[src/hw/be_macros.svh]
`ifndef BE_MACROS_SVH
`define BE_MACROS_SVH

// Datapath widths
`define BE_VADDR_WIDTH      39
`define BE_REG_DATA_WIDTH   64
`define BE_ITAG_WIDTH       8
`define BE_BMETA_WIDTH      16
`define BE_INSTR_WIDTH      32
`define BE_REG_ADDR_WIDTH   5
`define BE_OPCODE_WIDTH     7
`define BE_EXC_CODE_WIDTH   4

// Exception layout is padded up to the fetch layout width
// so both fit the same message bits
`define BE_FE_EXC_PAD_WIDTH (`BE_INSTR_WIDTH + `BE_BMETA_WIDTH - `BE_EXC_CODE_WIDTH)

// Reset PC, word aligned
`define BE_BOOT_PC          39'h00_8000_0000

// Front-end queue sizing
`define BE_FEQ_DEPTH_LOG2   2
`define BE_FEQ_DEPTH        (1 << `BE_FEQ_DEPTH_LOG2)

// RV64 major opcodes
`define RV64_LUI_OP         7'b0110111
`define RV64_AUIPC_OP       7'b0010111
`define RV64_JAL_OP         7'b1101111
`define RV64_JALR_OP        7'b1100111
`define RV64_BRANCH_OP      7'b1100011
`define RV64_LOAD_OP        7'b0000011
`define RV64_STORE_OP       7'b0100011
`define RV64_OP_IMM_OP      7'b0010011
`define RV64_OP_IMM_32_OP   7'b0011011
`define RV64_OP_OP          7'b0110011
`define RV64_OP_32_OP       7'b0111011

// Front-end exception codes
`define BE_EXC_INSTR_MISALIGNED    4'd0
`define BE_EXC_INSTR_ACCESS_FAULT  4'd1

`endif

[src/hw/fe_be_if_pkg.sv]
`include "be_macros.svh"

package fe_be_if_pkg;

   // Sv39 virtual address
   typedef logic [`BE_VADDR_WIDTH-1:0] vaddr_t;

   // Opaque branch predictor state, carried through
   typedef logic [`BE_BMETA_WIDTH-1:0] bmeta_t;

   typedef logic [`BE_EXC_CODE_WIDTH-1:0] exc_code_t;

   // Queue pointer, one bit wider than the index
   typedef logic [`BE_FEQ_DEPTH_LOG2:0] feq_ptr_t;

   typedef enum logic
   {
      e_fe_fetch     = 1'b0,
      e_fe_exception = 1'b1
   } fe_msg_type_e;

   // Fetched instruction with its PC
   typedef struct packed
   {
      vaddr_t                      pc;
      logic [`BE_INSTR_WIDTH-1:0]  instr;
      bmeta_t                      branch_metadata_fwd;
   } fe_fetch_s;

   // Faulting address and cause
   typedef struct packed
   {
      vaddr_t                           vaddr;
      exc_code_t                        exception_code;
      logic [`BE_FE_EXC_PAD_WIDTH-1:0]  padding;
   } fe_exception_s;

   // Both layouts share the message bits
   typedef union packed
   {
      fe_fetch_s      fetch;
      fe_exception_s  exception;
   } fe_msg_u;

   typedef struct packed
   {
      fe_msg_type_e  msg_type;
      fe_msg_u       msg;
   } fe_queue_s;

endpackage

[src/hw/be_issue_pkg.sv]
`include "be_macros.svh"

package be_issue_pkg;

   import fe_be_if_pkg::*;

   // Issue order tag
   typedef logic [`BE_ITAG_WIDTH-1:0] itag_t;

   typedef logic [`BE_REG_DATA_WIDTH-1:0] reg_data_t;

   // Architectural register index
   typedef logic [`BE_REG_ADDR_WIDTH-1:0] reg_addr_t;

   typedef logic [`BE_OPCODE_WIDTH-1:0] opcode_t;

   // RV base encoding, MSB first
   typedef struct packed
   {
      logic [6:0]  funct7;
      reg_addr_t   rs2_addr;
      reg_addr_t   rs1_addr;
      logic [2:0]  funct3;
      reg_addr_t   rd_addr;
      opcode_t     opcode;
   } instr_t;

   // Per-instruction bookkeeping for the calculator
   typedef struct packed
   {
      itag_t      itag;
      reg_data_t  pc;
      logic       fe_exception_not_instr;
      exc_code_t  fe_exception_code;
      bmeta_t     branch_metadata_fwd;
   } instr_metadata_s;

   typedef struct packed
   {
      instr_metadata_s  instr_metadata;
      instr_t           instr;
      logic             irs1_v;
      logic             irs2_v;
      logic             frs1_v;
      logic             frs2_v;
      reg_addr_t        rs1_addr;
      reg_addr_t        rs2_addr;
      reg_data_t        imm;
   } issue_pkt_s;

endpackage

[src/hw/fe_fetch_gen.sv]
`timescale 1ns/10ps

`include "be_macros.svh"

module fe_fetch_gen
   import fe_be_if_pkg::*;
   import be_issue_pkg::*;
(
   input  logic       clk_i,
   input  logic       rst_n_i,

   // Fetch side
   input  logic       fetch_v_i,
   input  instr_t     fetch_instr_i,
   input  logic       fetch_fault_i,
   input  bmeta_t     fetch_bmeta_i,

   // PC redirect
   input  logic       redirect_v_i,
   input  vaddr_t     redirect_pc_i,

   // Queue write port
   input  logic       feq_ready_i,
   output logic       feq_v_o,
   output fe_queue_s  feq_msg_o
);

   vaddr_t pc_r;
   vaddr_t pc_n;
   logic   redirect_misaligned;
   logic   redirect_fire;
   logic   fetch_sel;
   logic   fetch_fire;

   // Target must be word aligned
   assign redirect_misaligned = |redirect_pc_i[1:0];

   // Redirect wins over a fetch in the same cycle
   assign fetch_sel     = fetch_v_i & ~redirect_v_i;
   assign redirect_fire = redirect_v_i & feq_ready_i;
   assign fetch_fire    = fetch_sel & feq_ready_i;

   // Aligned redirects only move the PC
   assign feq_v_o = (redirect_v_i & redirect_misaligned) | fetch_sel;

   always_comb
   begin
      feq_msg_o = '0;
      if (redirect_v_i)
      begin
         feq_msg_o.msg_type                     = e_fe_exception;
         feq_msg_o.msg.exception.vaddr          = redirect_pc_i;
         feq_msg_o.msg.exception.exception_code = `BE_EXC_INSTR_MISALIGNED;
      end
      else if (fetch_fault_i)
      begin
         // Faulting fetch reports its own PC
         feq_msg_o.msg_type                     = e_fe_exception;
         feq_msg_o.msg.exception.vaddr          = pc_r;
         feq_msg_o.msg.exception.exception_code = `BE_EXC_INSTR_ACCESS_FAULT;
      end
      else
      begin
         feq_msg_o.msg_type                      = e_fe_fetch;
         feq_msg_o.msg.fetch.pc                  = pc_r;
         feq_msg_o.msg.fetch.instr               = fetch_instr_i;
         feq_msg_o.msg.fetch.branch_metadata_fwd = fetch_bmeta_i;
      end
   end

   // Next PC, only on accepted inputs
   always_comb
   begin
      pc_n = pc_r;
      if (redirect_fire & ~redirect_misaligned)
         pc_n = redirect_pc_i;
      else if (fetch_fire & ~fetch_fault_i)
         pc_n = pc_r + vaddr_t'(4);
   end

   always_ff @(posedge clk_i)
   begin
      if (!rst_n_i)
         pc_r <= `BE_BOOT_PC;
      else
         pc_r <= pc_n;
   end

endmodule

[src/hw/fe_queue_fifo.sv]
`timescale 1ns/10ps

`include "be_macros.svh"

module fe_queue_fifo
   import fe_be_if_pkg::*;
(
   input  logic       clk_i,
   input  logic       rst_n_i,

   // Write side
   input  logic       wr_v_i,
   input  fe_queue_s  wr_msg_i,
   output logic       wr_ready_o,

   // Read side, oldest entry
   output logic       rd_v_o,
   output fe_queue_s  rd_msg_o,
   input  logic       rd_pop_i
);

   fe_queue_s mem [`BE_FEQ_DEPTH];

   feq_ptr_t wr_ptr_r;
   feq_ptr_t rd_ptr_r;
   logic     full;
   logic     empty;
   logic     wr_fire;
   logic     rd_fire;

   // Same index, wrap bits differ when full
   assign empty = (wr_ptr_r == rd_ptr_r);
   assign full  = (wr_ptr_r[`BE_FEQ_DEPTH_LOG2] != rd_ptr_r[`BE_FEQ_DEPTH_LOG2]) &&
                  (wr_ptr_r[`BE_FEQ_DEPTH_LOG2-1:0] == rd_ptr_r[`BE_FEQ_DEPTH_LOG2-1:0]);

   // Ready from current occupancy only, a pop frees space next cycle
   assign wr_ready_o = ~full;
   assign rd_v_o     = ~empty;

   assign wr_fire = wr_v_i & ~full;
   assign rd_fire = rd_pop_i & ~empty;

   // Registered storage, no write-to-read bypass
   assign rd_msg_o = mem[rd_ptr_r[`BE_FEQ_DEPTH_LOG2-1:0]];

   always_ff @(posedge clk_i)
   begin
      if (wr_fire)
         mem[wr_ptr_r[`BE_FEQ_DEPTH_LOG2-1:0]] <= wr_msg_i;
   end

   always_ff @(posedge clk_i)
   begin
      if (!rst_n_i)
      begin
         wr_ptr_r <= '0;
         rd_ptr_r <= '0;
      end
      else
      begin
         if (wr_fire)
            wr_ptr_r <= wr_ptr_r + feq_ptr_t'(1);
         if (rd_fire)
            rd_ptr_r <= rd_ptr_r + feq_ptr_t'(1);
      end
   end

endmodule

[src/hw/be_scheduler.sv]
`timescale 1ns/10ps

`include "be_macros.svh"

module be_scheduler
   import fe_be_if_pkg::*;
   import be_issue_pkg::*;
(
   input  logic        clk_i,
   input  logic        rst_n_i,

   // Front-end queue head
   input  logic        feq_v_i,
   input  fe_queue_s   feq_msg_i,
   output logic        feq_pop_o,

   // Issue to calculator
   input  logic        issue_ready_i,
   output logic        issue_v_o,
   output issue_pkt_s  issue_pkt_o
);

   // U type, upper 20 bits
   function automatic reg_data_t imm_u(input logic [`BE_INSTR_WIDTH-1:0] i);
      return {{32{i[31]}}, i[31:12], 12'b0};
   endfunction

   // J type, scrambled 20-bit offset
   function automatic reg_data_t imm_j(input logic [`BE_INSTR_WIDTH-1:0] i);
      return {{44{i[31]}}, i[19:12], i[20], i[30:21], 1'b0};
   endfunction

   // B type, 12-bit branch offset
   function automatic reg_data_t imm_b(input logic [`BE_INSTR_WIDTH-1:0] i);
      return {{52{i[31]}}, i[7], i[30:25], i[11:8], 1'b0};
   endfunction

   // S type, split store offset
   function automatic reg_data_t imm_s(input logic [`BE_INSTR_WIDTH-1:0] i);
      return {{53{i[31]}}, i[30:25], i[11:7]};
   endfunction

   function automatic reg_data_t imm_i(input logic [`BE_INSTR_WIDTH-1:0] i);
      return {{53{i[31]}}, i[30:20]};
   endfunction

   fe_fetch_s     fe_fetch;
   fe_exception_s fe_exception;
   instr_t        fetch_instr;
   itag_t         itag_r;

   assign fe_fetch     = feq_msg_i.msg.fetch;
   assign fe_exception = feq_msg_i.msg.exception;
   assign fetch_instr  = fe_fetch.instr;

   // Ready-then-valid, issue and pop move together
   assign issue_v_o = feq_v_i & issue_ready_i;
   assign feq_pop_o = feq_v_i & issue_ready_i;

   // New tag per issued packet, wraps
   always_ff @(posedge clk_i)
   begin
      if (!rst_n_i)
         itag_r <= '0;
      else if (issue_v_o)
         itag_r <= itag_r + itag_t'(1);
   end

   always_comb
   begin
      issue_pkt_o = '0;
      issue_pkt_o.instr_metadata.itag = itag_r;
      if (feq_msg_i.msg_type == e_fe_fetch)
      begin
         // Fetch PC zero extended into the register width
         issue_pkt_o.instr_metadata.pc                  = reg_data_t'(fe_fetch.pc);
         issue_pkt_o.instr_metadata.branch_metadata_fwd = fe_fetch.branch_metadata_fwd;
         issue_pkt_o.instr                              = fetch_instr;

         // Integer regfile reads by opcode class
         case (fetch_instr.opcode)
            `RV64_LUI_OP, `RV64_AUIPC_OP, `RV64_JAL_OP:
            begin
               issue_pkt_o.irs1_v = 1'b0;
               issue_pkt_o.irs2_v = 1'b0;
            end
            `RV64_JALR_OP, `RV64_LOAD_OP, `RV64_OP_IMM_OP, `RV64_OP_IMM_32_OP:
            begin
               issue_pkt_o.irs1_v = 1'b1;
               issue_pkt_o.irs2_v = 1'b0;
            end
            `RV64_BRANCH_OP, `RV64_STORE_OP, `RV64_OP_OP, `RV64_OP_32_OP:
            begin
               issue_pkt_o.irs1_v = 1'b1;
               issue_pkt_o.irs2_v = 1'b1;
            end
            default:
            begin
               issue_pkt_o.irs1_v = 1'b0;
               issue_pkt_o.irs2_v = 1'b0;
            end
         endcase

         // No FP predecode, FP flags stay zero
         issue_pkt_o.frs1_v = 1'b0;
         issue_pkt_o.frs2_v = 1'b0;

         // Fixed source field positions
         issue_pkt_o.rs1_addr = fetch_instr.rs1_addr;
         issue_pkt_o.rs2_addr = fetch_instr.rs2_addr;

         // Immediate by format
         case (fetch_instr.opcode)
            `RV64_LUI_OP, `RV64_AUIPC_OP:
               issue_pkt_o.imm = imm_u(fetch_instr);
            `RV64_JAL_OP:
               issue_pkt_o.imm = imm_j(fetch_instr);
            `RV64_BRANCH_OP:
               issue_pkt_o.imm = imm_b(fetch_instr);
            `RV64_STORE_OP:
               issue_pkt_o.imm = imm_s(fetch_instr);
            `RV64_JALR_OP, `RV64_LOAD_OP, `RV64_OP_IMM_OP, `RV64_OP_IMM_32_OP:
               issue_pkt_o.imm = imm_i(fetch_instr);
            default:
               issue_pkt_o.imm = '0;
         endcase
      end
      else
      begin
         // Exception carries only address, code and flag
         issue_pkt_o.instr_metadata.pc                     =
            reg_data_t'($signed(fe_exception.vaddr));
         issue_pkt_o.instr_metadata.fe_exception_not_instr = 1'b1;
         issue_pkt_o.instr_metadata.fe_exception_code      = fe_exception.exception_code;
      end
   end

endmodule

[src/hw/be_frontend_top.sv]
`timescale 1ns/10ps

module be_frontend_top
   import fe_be_if_pkg::*;
   import be_issue_pkg::*;
(
   input  logic        clk_i,
   input  logic        rst_n_i,

   // Fetch and redirect, one shared ready
   input  logic        fetch_v_i,
   input  instr_t      fetch_instr_i,
   input  logic        fetch_fault_i,
   input  bmeta_t      fetch_bmeta_i,
   input  logic        redirect_v_i,
   input  vaddr_t      redirect_pc_i,
   output logic        fetch_ready_o,

   // Issue port
   input  logic        issue_ready_i,
   output logic        issue_v_o,
   output issue_pkt_s  issue_pkt_o
);

   // Producer to queue
   logic      feq_wr_v;
   fe_queue_s feq_wr_msg;
   logic      feq_wr_ready;

   // Queue to scheduler
   logic      feq_rd_v;
   fe_queue_s feq_rd_msg;
   logic      feq_pop;

   assign fetch_ready_o = feq_wr_ready;

   fe_fetch_gen u_fetch_gen
   (
      .clk_i         (clk_i),
      .rst_n_i       (rst_n_i),
      .fetch_v_i     (fetch_v_i),
      .fetch_instr_i (fetch_instr_i),
      .fetch_fault_i (fetch_fault_i),
      .fetch_bmeta_i (fetch_bmeta_i),
      .redirect_v_i  (redirect_v_i),
      .redirect_pc_i (redirect_pc_i),
      .feq_ready_i   (feq_wr_ready),
      .feq_v_o       (feq_wr_v),
      .feq_msg_o     (feq_wr_msg)
   );

   fe_queue_fifo u_feq
   (
      .clk_i      (clk_i),
      .rst_n_i    (rst_n_i),
      .wr_v_i     (feq_wr_v),
      .wr_msg_i   (feq_wr_msg),
      .wr_ready_o (feq_wr_ready),
      .rd_v_o     (feq_rd_v),
      .rd_msg_o   (feq_rd_msg),
      .rd_pop_i   (feq_pop)
   );

   be_scheduler u_scheduler
   (
      .clk_i         (clk_i),
      .rst_n_i       (rst_n_i),
      .feq_v_i       (feq_rd_v),
      .feq_msg_i     (feq_rd_msg),
      .feq_pop_o     (feq_pop),
      .issue_ready_i (issue_ready_i),
      .issue_v_o     (issue_v_o),
      .issue_pkt_o   (issue_pkt_o)
   );

endmodule

[config.mk]
export PLATFORM = sky130hd
export DESIGN_NAME = be_frontend_top
export DESIGN_NICKNAME = d
export VERILOG_FILES = /design/src/hw/fe_be_if_pkg.sv /design/src/hw/be_issue_pkg.sv /design/src/hw/fe_fetch_gen.sv /design/src/hw/fe_queue_fifo.sv /design/src/hw/be_scheduler.sv /design/src/hw/be_frontend_top.sv
export VERILOG_INCLUDE_DIRS = /design/src /design/src/hw
export SDC_FILE = /design/constraint.sdc
export NUM_CORES = 1
export LEC_CHECK = 0
export ABC_CLOCK_PERIOD_IN_PS = 5400
export BUFFER_PORTS_ARGS = -buffer_cell sky130_fd_sc_hd__buf_2
export CAP_MARGIN = 25
export CORE_MARGIN = 5
export CORE_UTILIZATION = 30
export CTS_BUF_LIST = sky130_fd_sc_hd__clkbuf_8
export DETAILED_ROUTE_END_ITERATION = 10
export MAX_ROUTING_LAYER = met4
export PLACE_DENSITY = 0.48
export SETUP_SLACK_MARGIN = 0.2
export SLEW_MARGIN = 20
export SYNTH_ARGS = -nofsm -noshare
export SYNTH_HDL_FRONTEND = slang
export SYNTH_SLANG_ARGS = --single-unit
[constraint.sdc]
create_clock -name clk_i -period 5.4 [get_ports clk_i]
set_input_delay 0.81 -clock clk_i [delete_from_list [all_inputs] [get_ports clk_i]]
set_output_delay 0.81 -clock clk_i [all_outputs]
set_load 0.02 [all_outputs]
==> run summary <==
Number of global-route vias before repair: 10960
Clock Latency Late Sink: 0.63 ns
Die Outline Area: 64230 µm²
Max-cap violations: 0
Maximum fanout count along the critical path: 31
Outcome: completed
Number of core rows: 89
Number of clock buffers inserted by TritonCTS: 71
First-pass DRT Iterations: 5
RSZ-0062 raised after global routing: false
Resized Gates After CTS: 0
Routed wirelength normalized by instance count: 21.85 µm
Mean instance size in the synthesized netlist: 15.39 µm²
Primary flip-flop cell chosen by synthesis mapping: sky130_fd_sc_hd__edfxtp_1
HPWL reported at the end of detailed placement: 33390 µm
Number of setup violations in the final report: 0
GRT Total Usage: 15.25%
Slew Limit Headroom: 37.77%
Max-slew violation total from the final report: 0
Initial standard-cell utilization of the core: 30.18%
Antenna violations before repair: 3
Clock Tree Buf Depth: 3
Share of the synthesized area in the top cell type: 59.45%
Net total in the final layout: 1521
Power per standard cell area: 428.5 nW/µm²
Final worst path period share: 83.90%
Switching Power: 0.002984 W
Clock period minus final worst setup slack: 4.531 ns
Kind of end point of the critical path: output pin
Post-synth cell types: 58
Area growth, synth to finish: 18.14%
Die boundary width: 253.4 µm
CTS H-tree depth: 3
Detailed router's first-iteration violation count: 803
Worst-case clock skew: 0.03014 ns
Peak supply drop: 0.1861 mV
Data arrival at the endpoint of the critical path: 3.72 ns
Clock tree from TritonCTS: built
Number of instances in the synthesized netlist: 1155
Kind of start point of the critical path: register
Min setup slack post-route: 0.8694 ns
Routed via count: 10870
Placement Setup Slack: 1.472 ns
Cells along the critical path: buf_4, mux4_2, nand2b_1, nor2b_1, and2_1, buf_2
Number of sinks handled by clock tree synthesis: 407
Die height: 253.4 µm
Standby leakage power: 7.546 nW
Crit path kind: register to output pin
Sw Ratio: 33.15%
Number of buffers inserted by post-CTS setup repair: 0
Total congestion overflow after global routing: 0
Detailed-route DRC error count: 0
Comb power frac: 28.2%
Flop pwr share: 43.2%
Hold buffer count at cts: 0
Layout cell share with drive strength beyond 1: 36.86%
Internal power: 0.006017 W
Number of input and output port buffers inserted: 295
Slew at the pin closest to its max-slew limit: 0.9263 ns
Final weighted congestion in routability-driven placement: 0.8443
Post-detailed-routing wire length: 49090 µm
Peak clock frequency supported by timing: 0.2207 GHz
Largest stage delay on the critical path: 0.68 ns
#FFs+latches synth: 407
Antenna-violating nets left: 0
Clk pwr share: 28.6%
Detailed-route vias per instance: 4.838
Library cell occupying the most area in the post-synthesis netlist: sky130_fd_sc_hd__edfxtp_1
Cells taking the most area after synthesis: sky130_fd_sc_hd__edfxtp_1 (59%), sky130_fd_sc_hd__mux4_2 (11%), sky130_fd_sc_hd__dfxtp_1 (6.2%), sky130_fd_sc_hd__buf_4 (2.9%), sky130_fd_sc_hd__mux2_2 (2.3%)
Worst hold path class: input port to register
IO Count: 298
Critical Path Slowest Stage Cell: sky130_fd_sc_hd__dfxtp_4
CTS Root Cell: sky130_fd_sc_hd__clkbuf_8
CORE AREA: 58910 µm²
Clock transition at the registers of the reported paths: 0.06 ns
Final-layout setup total negative slack: 0 ns
Synthesized area: 17780 µm²
Data required time of the critical path: 4.59 ns
Global-route wire length before repair: 71650 µm
Maximum number of pins on one net before global-route repair: 59
Ys async rst share: 0%
Warnings, synthesis: 0
EDFF count, synth: 352
Fraction of the yosys area taken by sequential cells: 65.64%
Hold violation total from the final report: 0
-- placed cells by master, fill, tap and decap left out, types with 16 or more instances in the layout --
cell,count
sky130_fd_sc_hd__nand3_1,21
sky130_fd_sc_hd__nand4_1,16
sky130_fd_sc_hd__a211oi_1,22
sky130_fd_sc_hd__and2_1,60
sky130_fd_sc_hd__or3_1,16
sky130_fd_sc_hd__clkbuf_8,73
sky130_fd_sc_hd__nor2b_1,48
sky130_fd_sc_hd__a21oi_1,28
sky130_fd_sc_hd__inv_1,43
sky130_fd_sc_hd__nand2_1,65
sky130_fd_sc_hd__buf_4,21
sky130_fd_sc_hd__o21ai_0,25
sky130_fd_sc_hd__mux2_2,36
sky130_fd_sc_hd__dfxtp_1,53
sky130_fd_sc_hd__a31oi_1,21
sky130_fd_sc_hd__buf_2,295
sky130_fd_sc_hd__edfxtp_1,352
sky130_fd_sc_hd__mux4_2,88
sky130_fd_sc_hd__nor2_1,39
-- worst max-delay path, delay by kind of cell (launching register included) --
kind | cells | cell delay (ns)
flip-flops | 1 | 0.68
multiplexers | 1 | 0.37
AND/OR/NAND/NOR | 3 | 1.40
buffers and inverters | 2 | 0.61
-- metrics by stage --
step	total power [W]	std cells	utilization, %	hold WS [ns]	instance area, µm²
after floorplan	0.005740	1156	-	0.4485	17780
after global placement	0.006560	2121	33.49	0.4808	19730
final	0.009001	2247	35.66	0.4425	21010
after global routing	0.009458	2247	35.66	0.4134	21010
after detailed placement	0.006571	2121	33.49	0.4838	19730
after CTS	0.009183	2246	35.65	0.3865	21000
-- Yosys cell counts (2+ instances only) --
master	number
sky130_fd_sc_hd__a2bb2oi_1	4
sky130_fd_sc_hd__o22ai_1	6
sky130_fd_sc_hd__mux4_2	88
sky130_fd_sc_hd__o31ai_1	3
sky130_fd_sc_hd__a31oi_1	21
sky130_fd_sc_hd__nor3b_1	3
sky130_fd_sc_hd__a22oi_1	3
sky130_fd_sc_hd__o21ai_0	25
sky130_fd_sc_hd__and3_1	7
sky130_fd_sc_hd__buf_2	12
sky130_fd_sc_hd__nor3_1	11
sky130_fd_sc_hd__nand2b_1	4
sky130_fd_sc_hd__nand4_1	16
sky130_fd_sc_hd__edfxtp_1	352
sky130_fd_sc_hd__nor2b_1	48
sky130_fd_sc_hd__a221oi_1	2
sky130_fd_sc_hd__a211oi_1	22
sky130_fd_sc_hd__o311ai_0	3
sky130_fd_sc_hd__nor2_1	40
sky130_fd_sc_hd__a22o_1	4
sky130_fd_sc_hd__o32a_1	2
sky130_fd_sc_hd__buf_1	3
sky130_fd_sc_hd__and2_1	64
sky130_fd_sc_hd__inv_1	12
sky130_fd_sc_hd__xor2_1	13
sky130_fd_sc_hd__ha_1	7
sky130_fd_sc_hd__inv_2	2
sky130_fd_sc_hd__nand2_1	65
sky130_fd_sc_hd__o31a_1	2
sky130_fd_sc_hd__nor4_1	3
sky130_fd_sc_hd__clkbuf_1	42
sky130_fd_sc_hd__nand3_1	21
sky130_fd_sc_hd__xnor2_1	10
sky130_fd_sc_hd__nand4b_1	2
sky130_fd_sc_hd__or2_2	3
sky130_fd_sc_hd__and4_1	2
sky130_fd_sc_hd__dfxtp_1	55
sky130_fd_sc_hd__a21oi_1	28
sky130_fd_sc_hd__or3_1	16
sky130_fd_sc_hd__o211ai_1	8
sky130_fd_sc_hd__mux2_2	36
sky130_fd_sc_hd__buf_4	69
-- cells by family (layout without fill, tap and decap cells) --
logic type | count (synthesis) | after routing | share of synthesized area (%)
flip-flops | 407 | 407 | 65.64
AND/OR/NAND/NOR | 311 | 311 | 9.444
buffers and inverters | 141 | 458 | 4.560
AO/OA/AOI/OAI | 140 | 140 | 5.222
multiplexers | 125 | 125 | 13.48
XOR/XNOR | 23 | 23 | 1.133
adder cells (fa/ha/maj) | 7 | 7 | 0.4926
other | 1 | 3 | 0.02109
-- area by class of cell --
type	count	area, µm²
antenna	1	2.502
clock buffer	73	1005
sequential	407	11680
inverter	14	52.55
multi-input combinational	608	5338
fill	5651	37900
clock inverter	52	267.8
timing repair buffer	319	1694
tap	773	967.2
-- power groups by stage --
stage                     logic [W]  registers, W  clock network [W]
after floorplan             0.00187       0.00387                  0
after global placement      0.00261       0.00395                  0
after detailed placement    0.00261       0.00396                  0
after CTS                   0.00262       0.00389            0.00267
after global routing        0.00273       0.00392            0.00281
final                       0.00254       0.00389            0.00258
-- metal layers --
metal / up-vias / routed length [µm] / global-route usage (%)
li1: 4934 / - / -
met1: 5449 / 21880 / 20.67
met2: 398 / 23210 / 23.81
met3: 89 / 2957 / 2.999
met4: 0 / 1039 / 3.795
met5: - / 0 / -
-- registers in the layout (all words and copies together) (netlist names), named ones only --
signal              cells
u_feq.rd_ptr_r          3
u_feq.wr_ptr_r          3
u_feq.mem             352
u_fetch_gen.pc_r       39
u_scheduler.itag_r      8
-- final timing paths --
check        slack [ns]           startpoint                   end  cells past startpoint
max reg2reg        2.39    u_feq.wr_ptr_r[0]       u_feq.mem[0][9]                      4
min reg2reg        0.49  u_fetch_gen.pc_r[0]   u_fetch_gen.pc_r[0]                      1
min                0.44    redirect_pc_i[15]  u_fetch_gen.pc_r[15]                      3
max                0.87             register        issue_pkt_o[5]                      6
No activity file was read; power rests on OpenSTA's default activity.
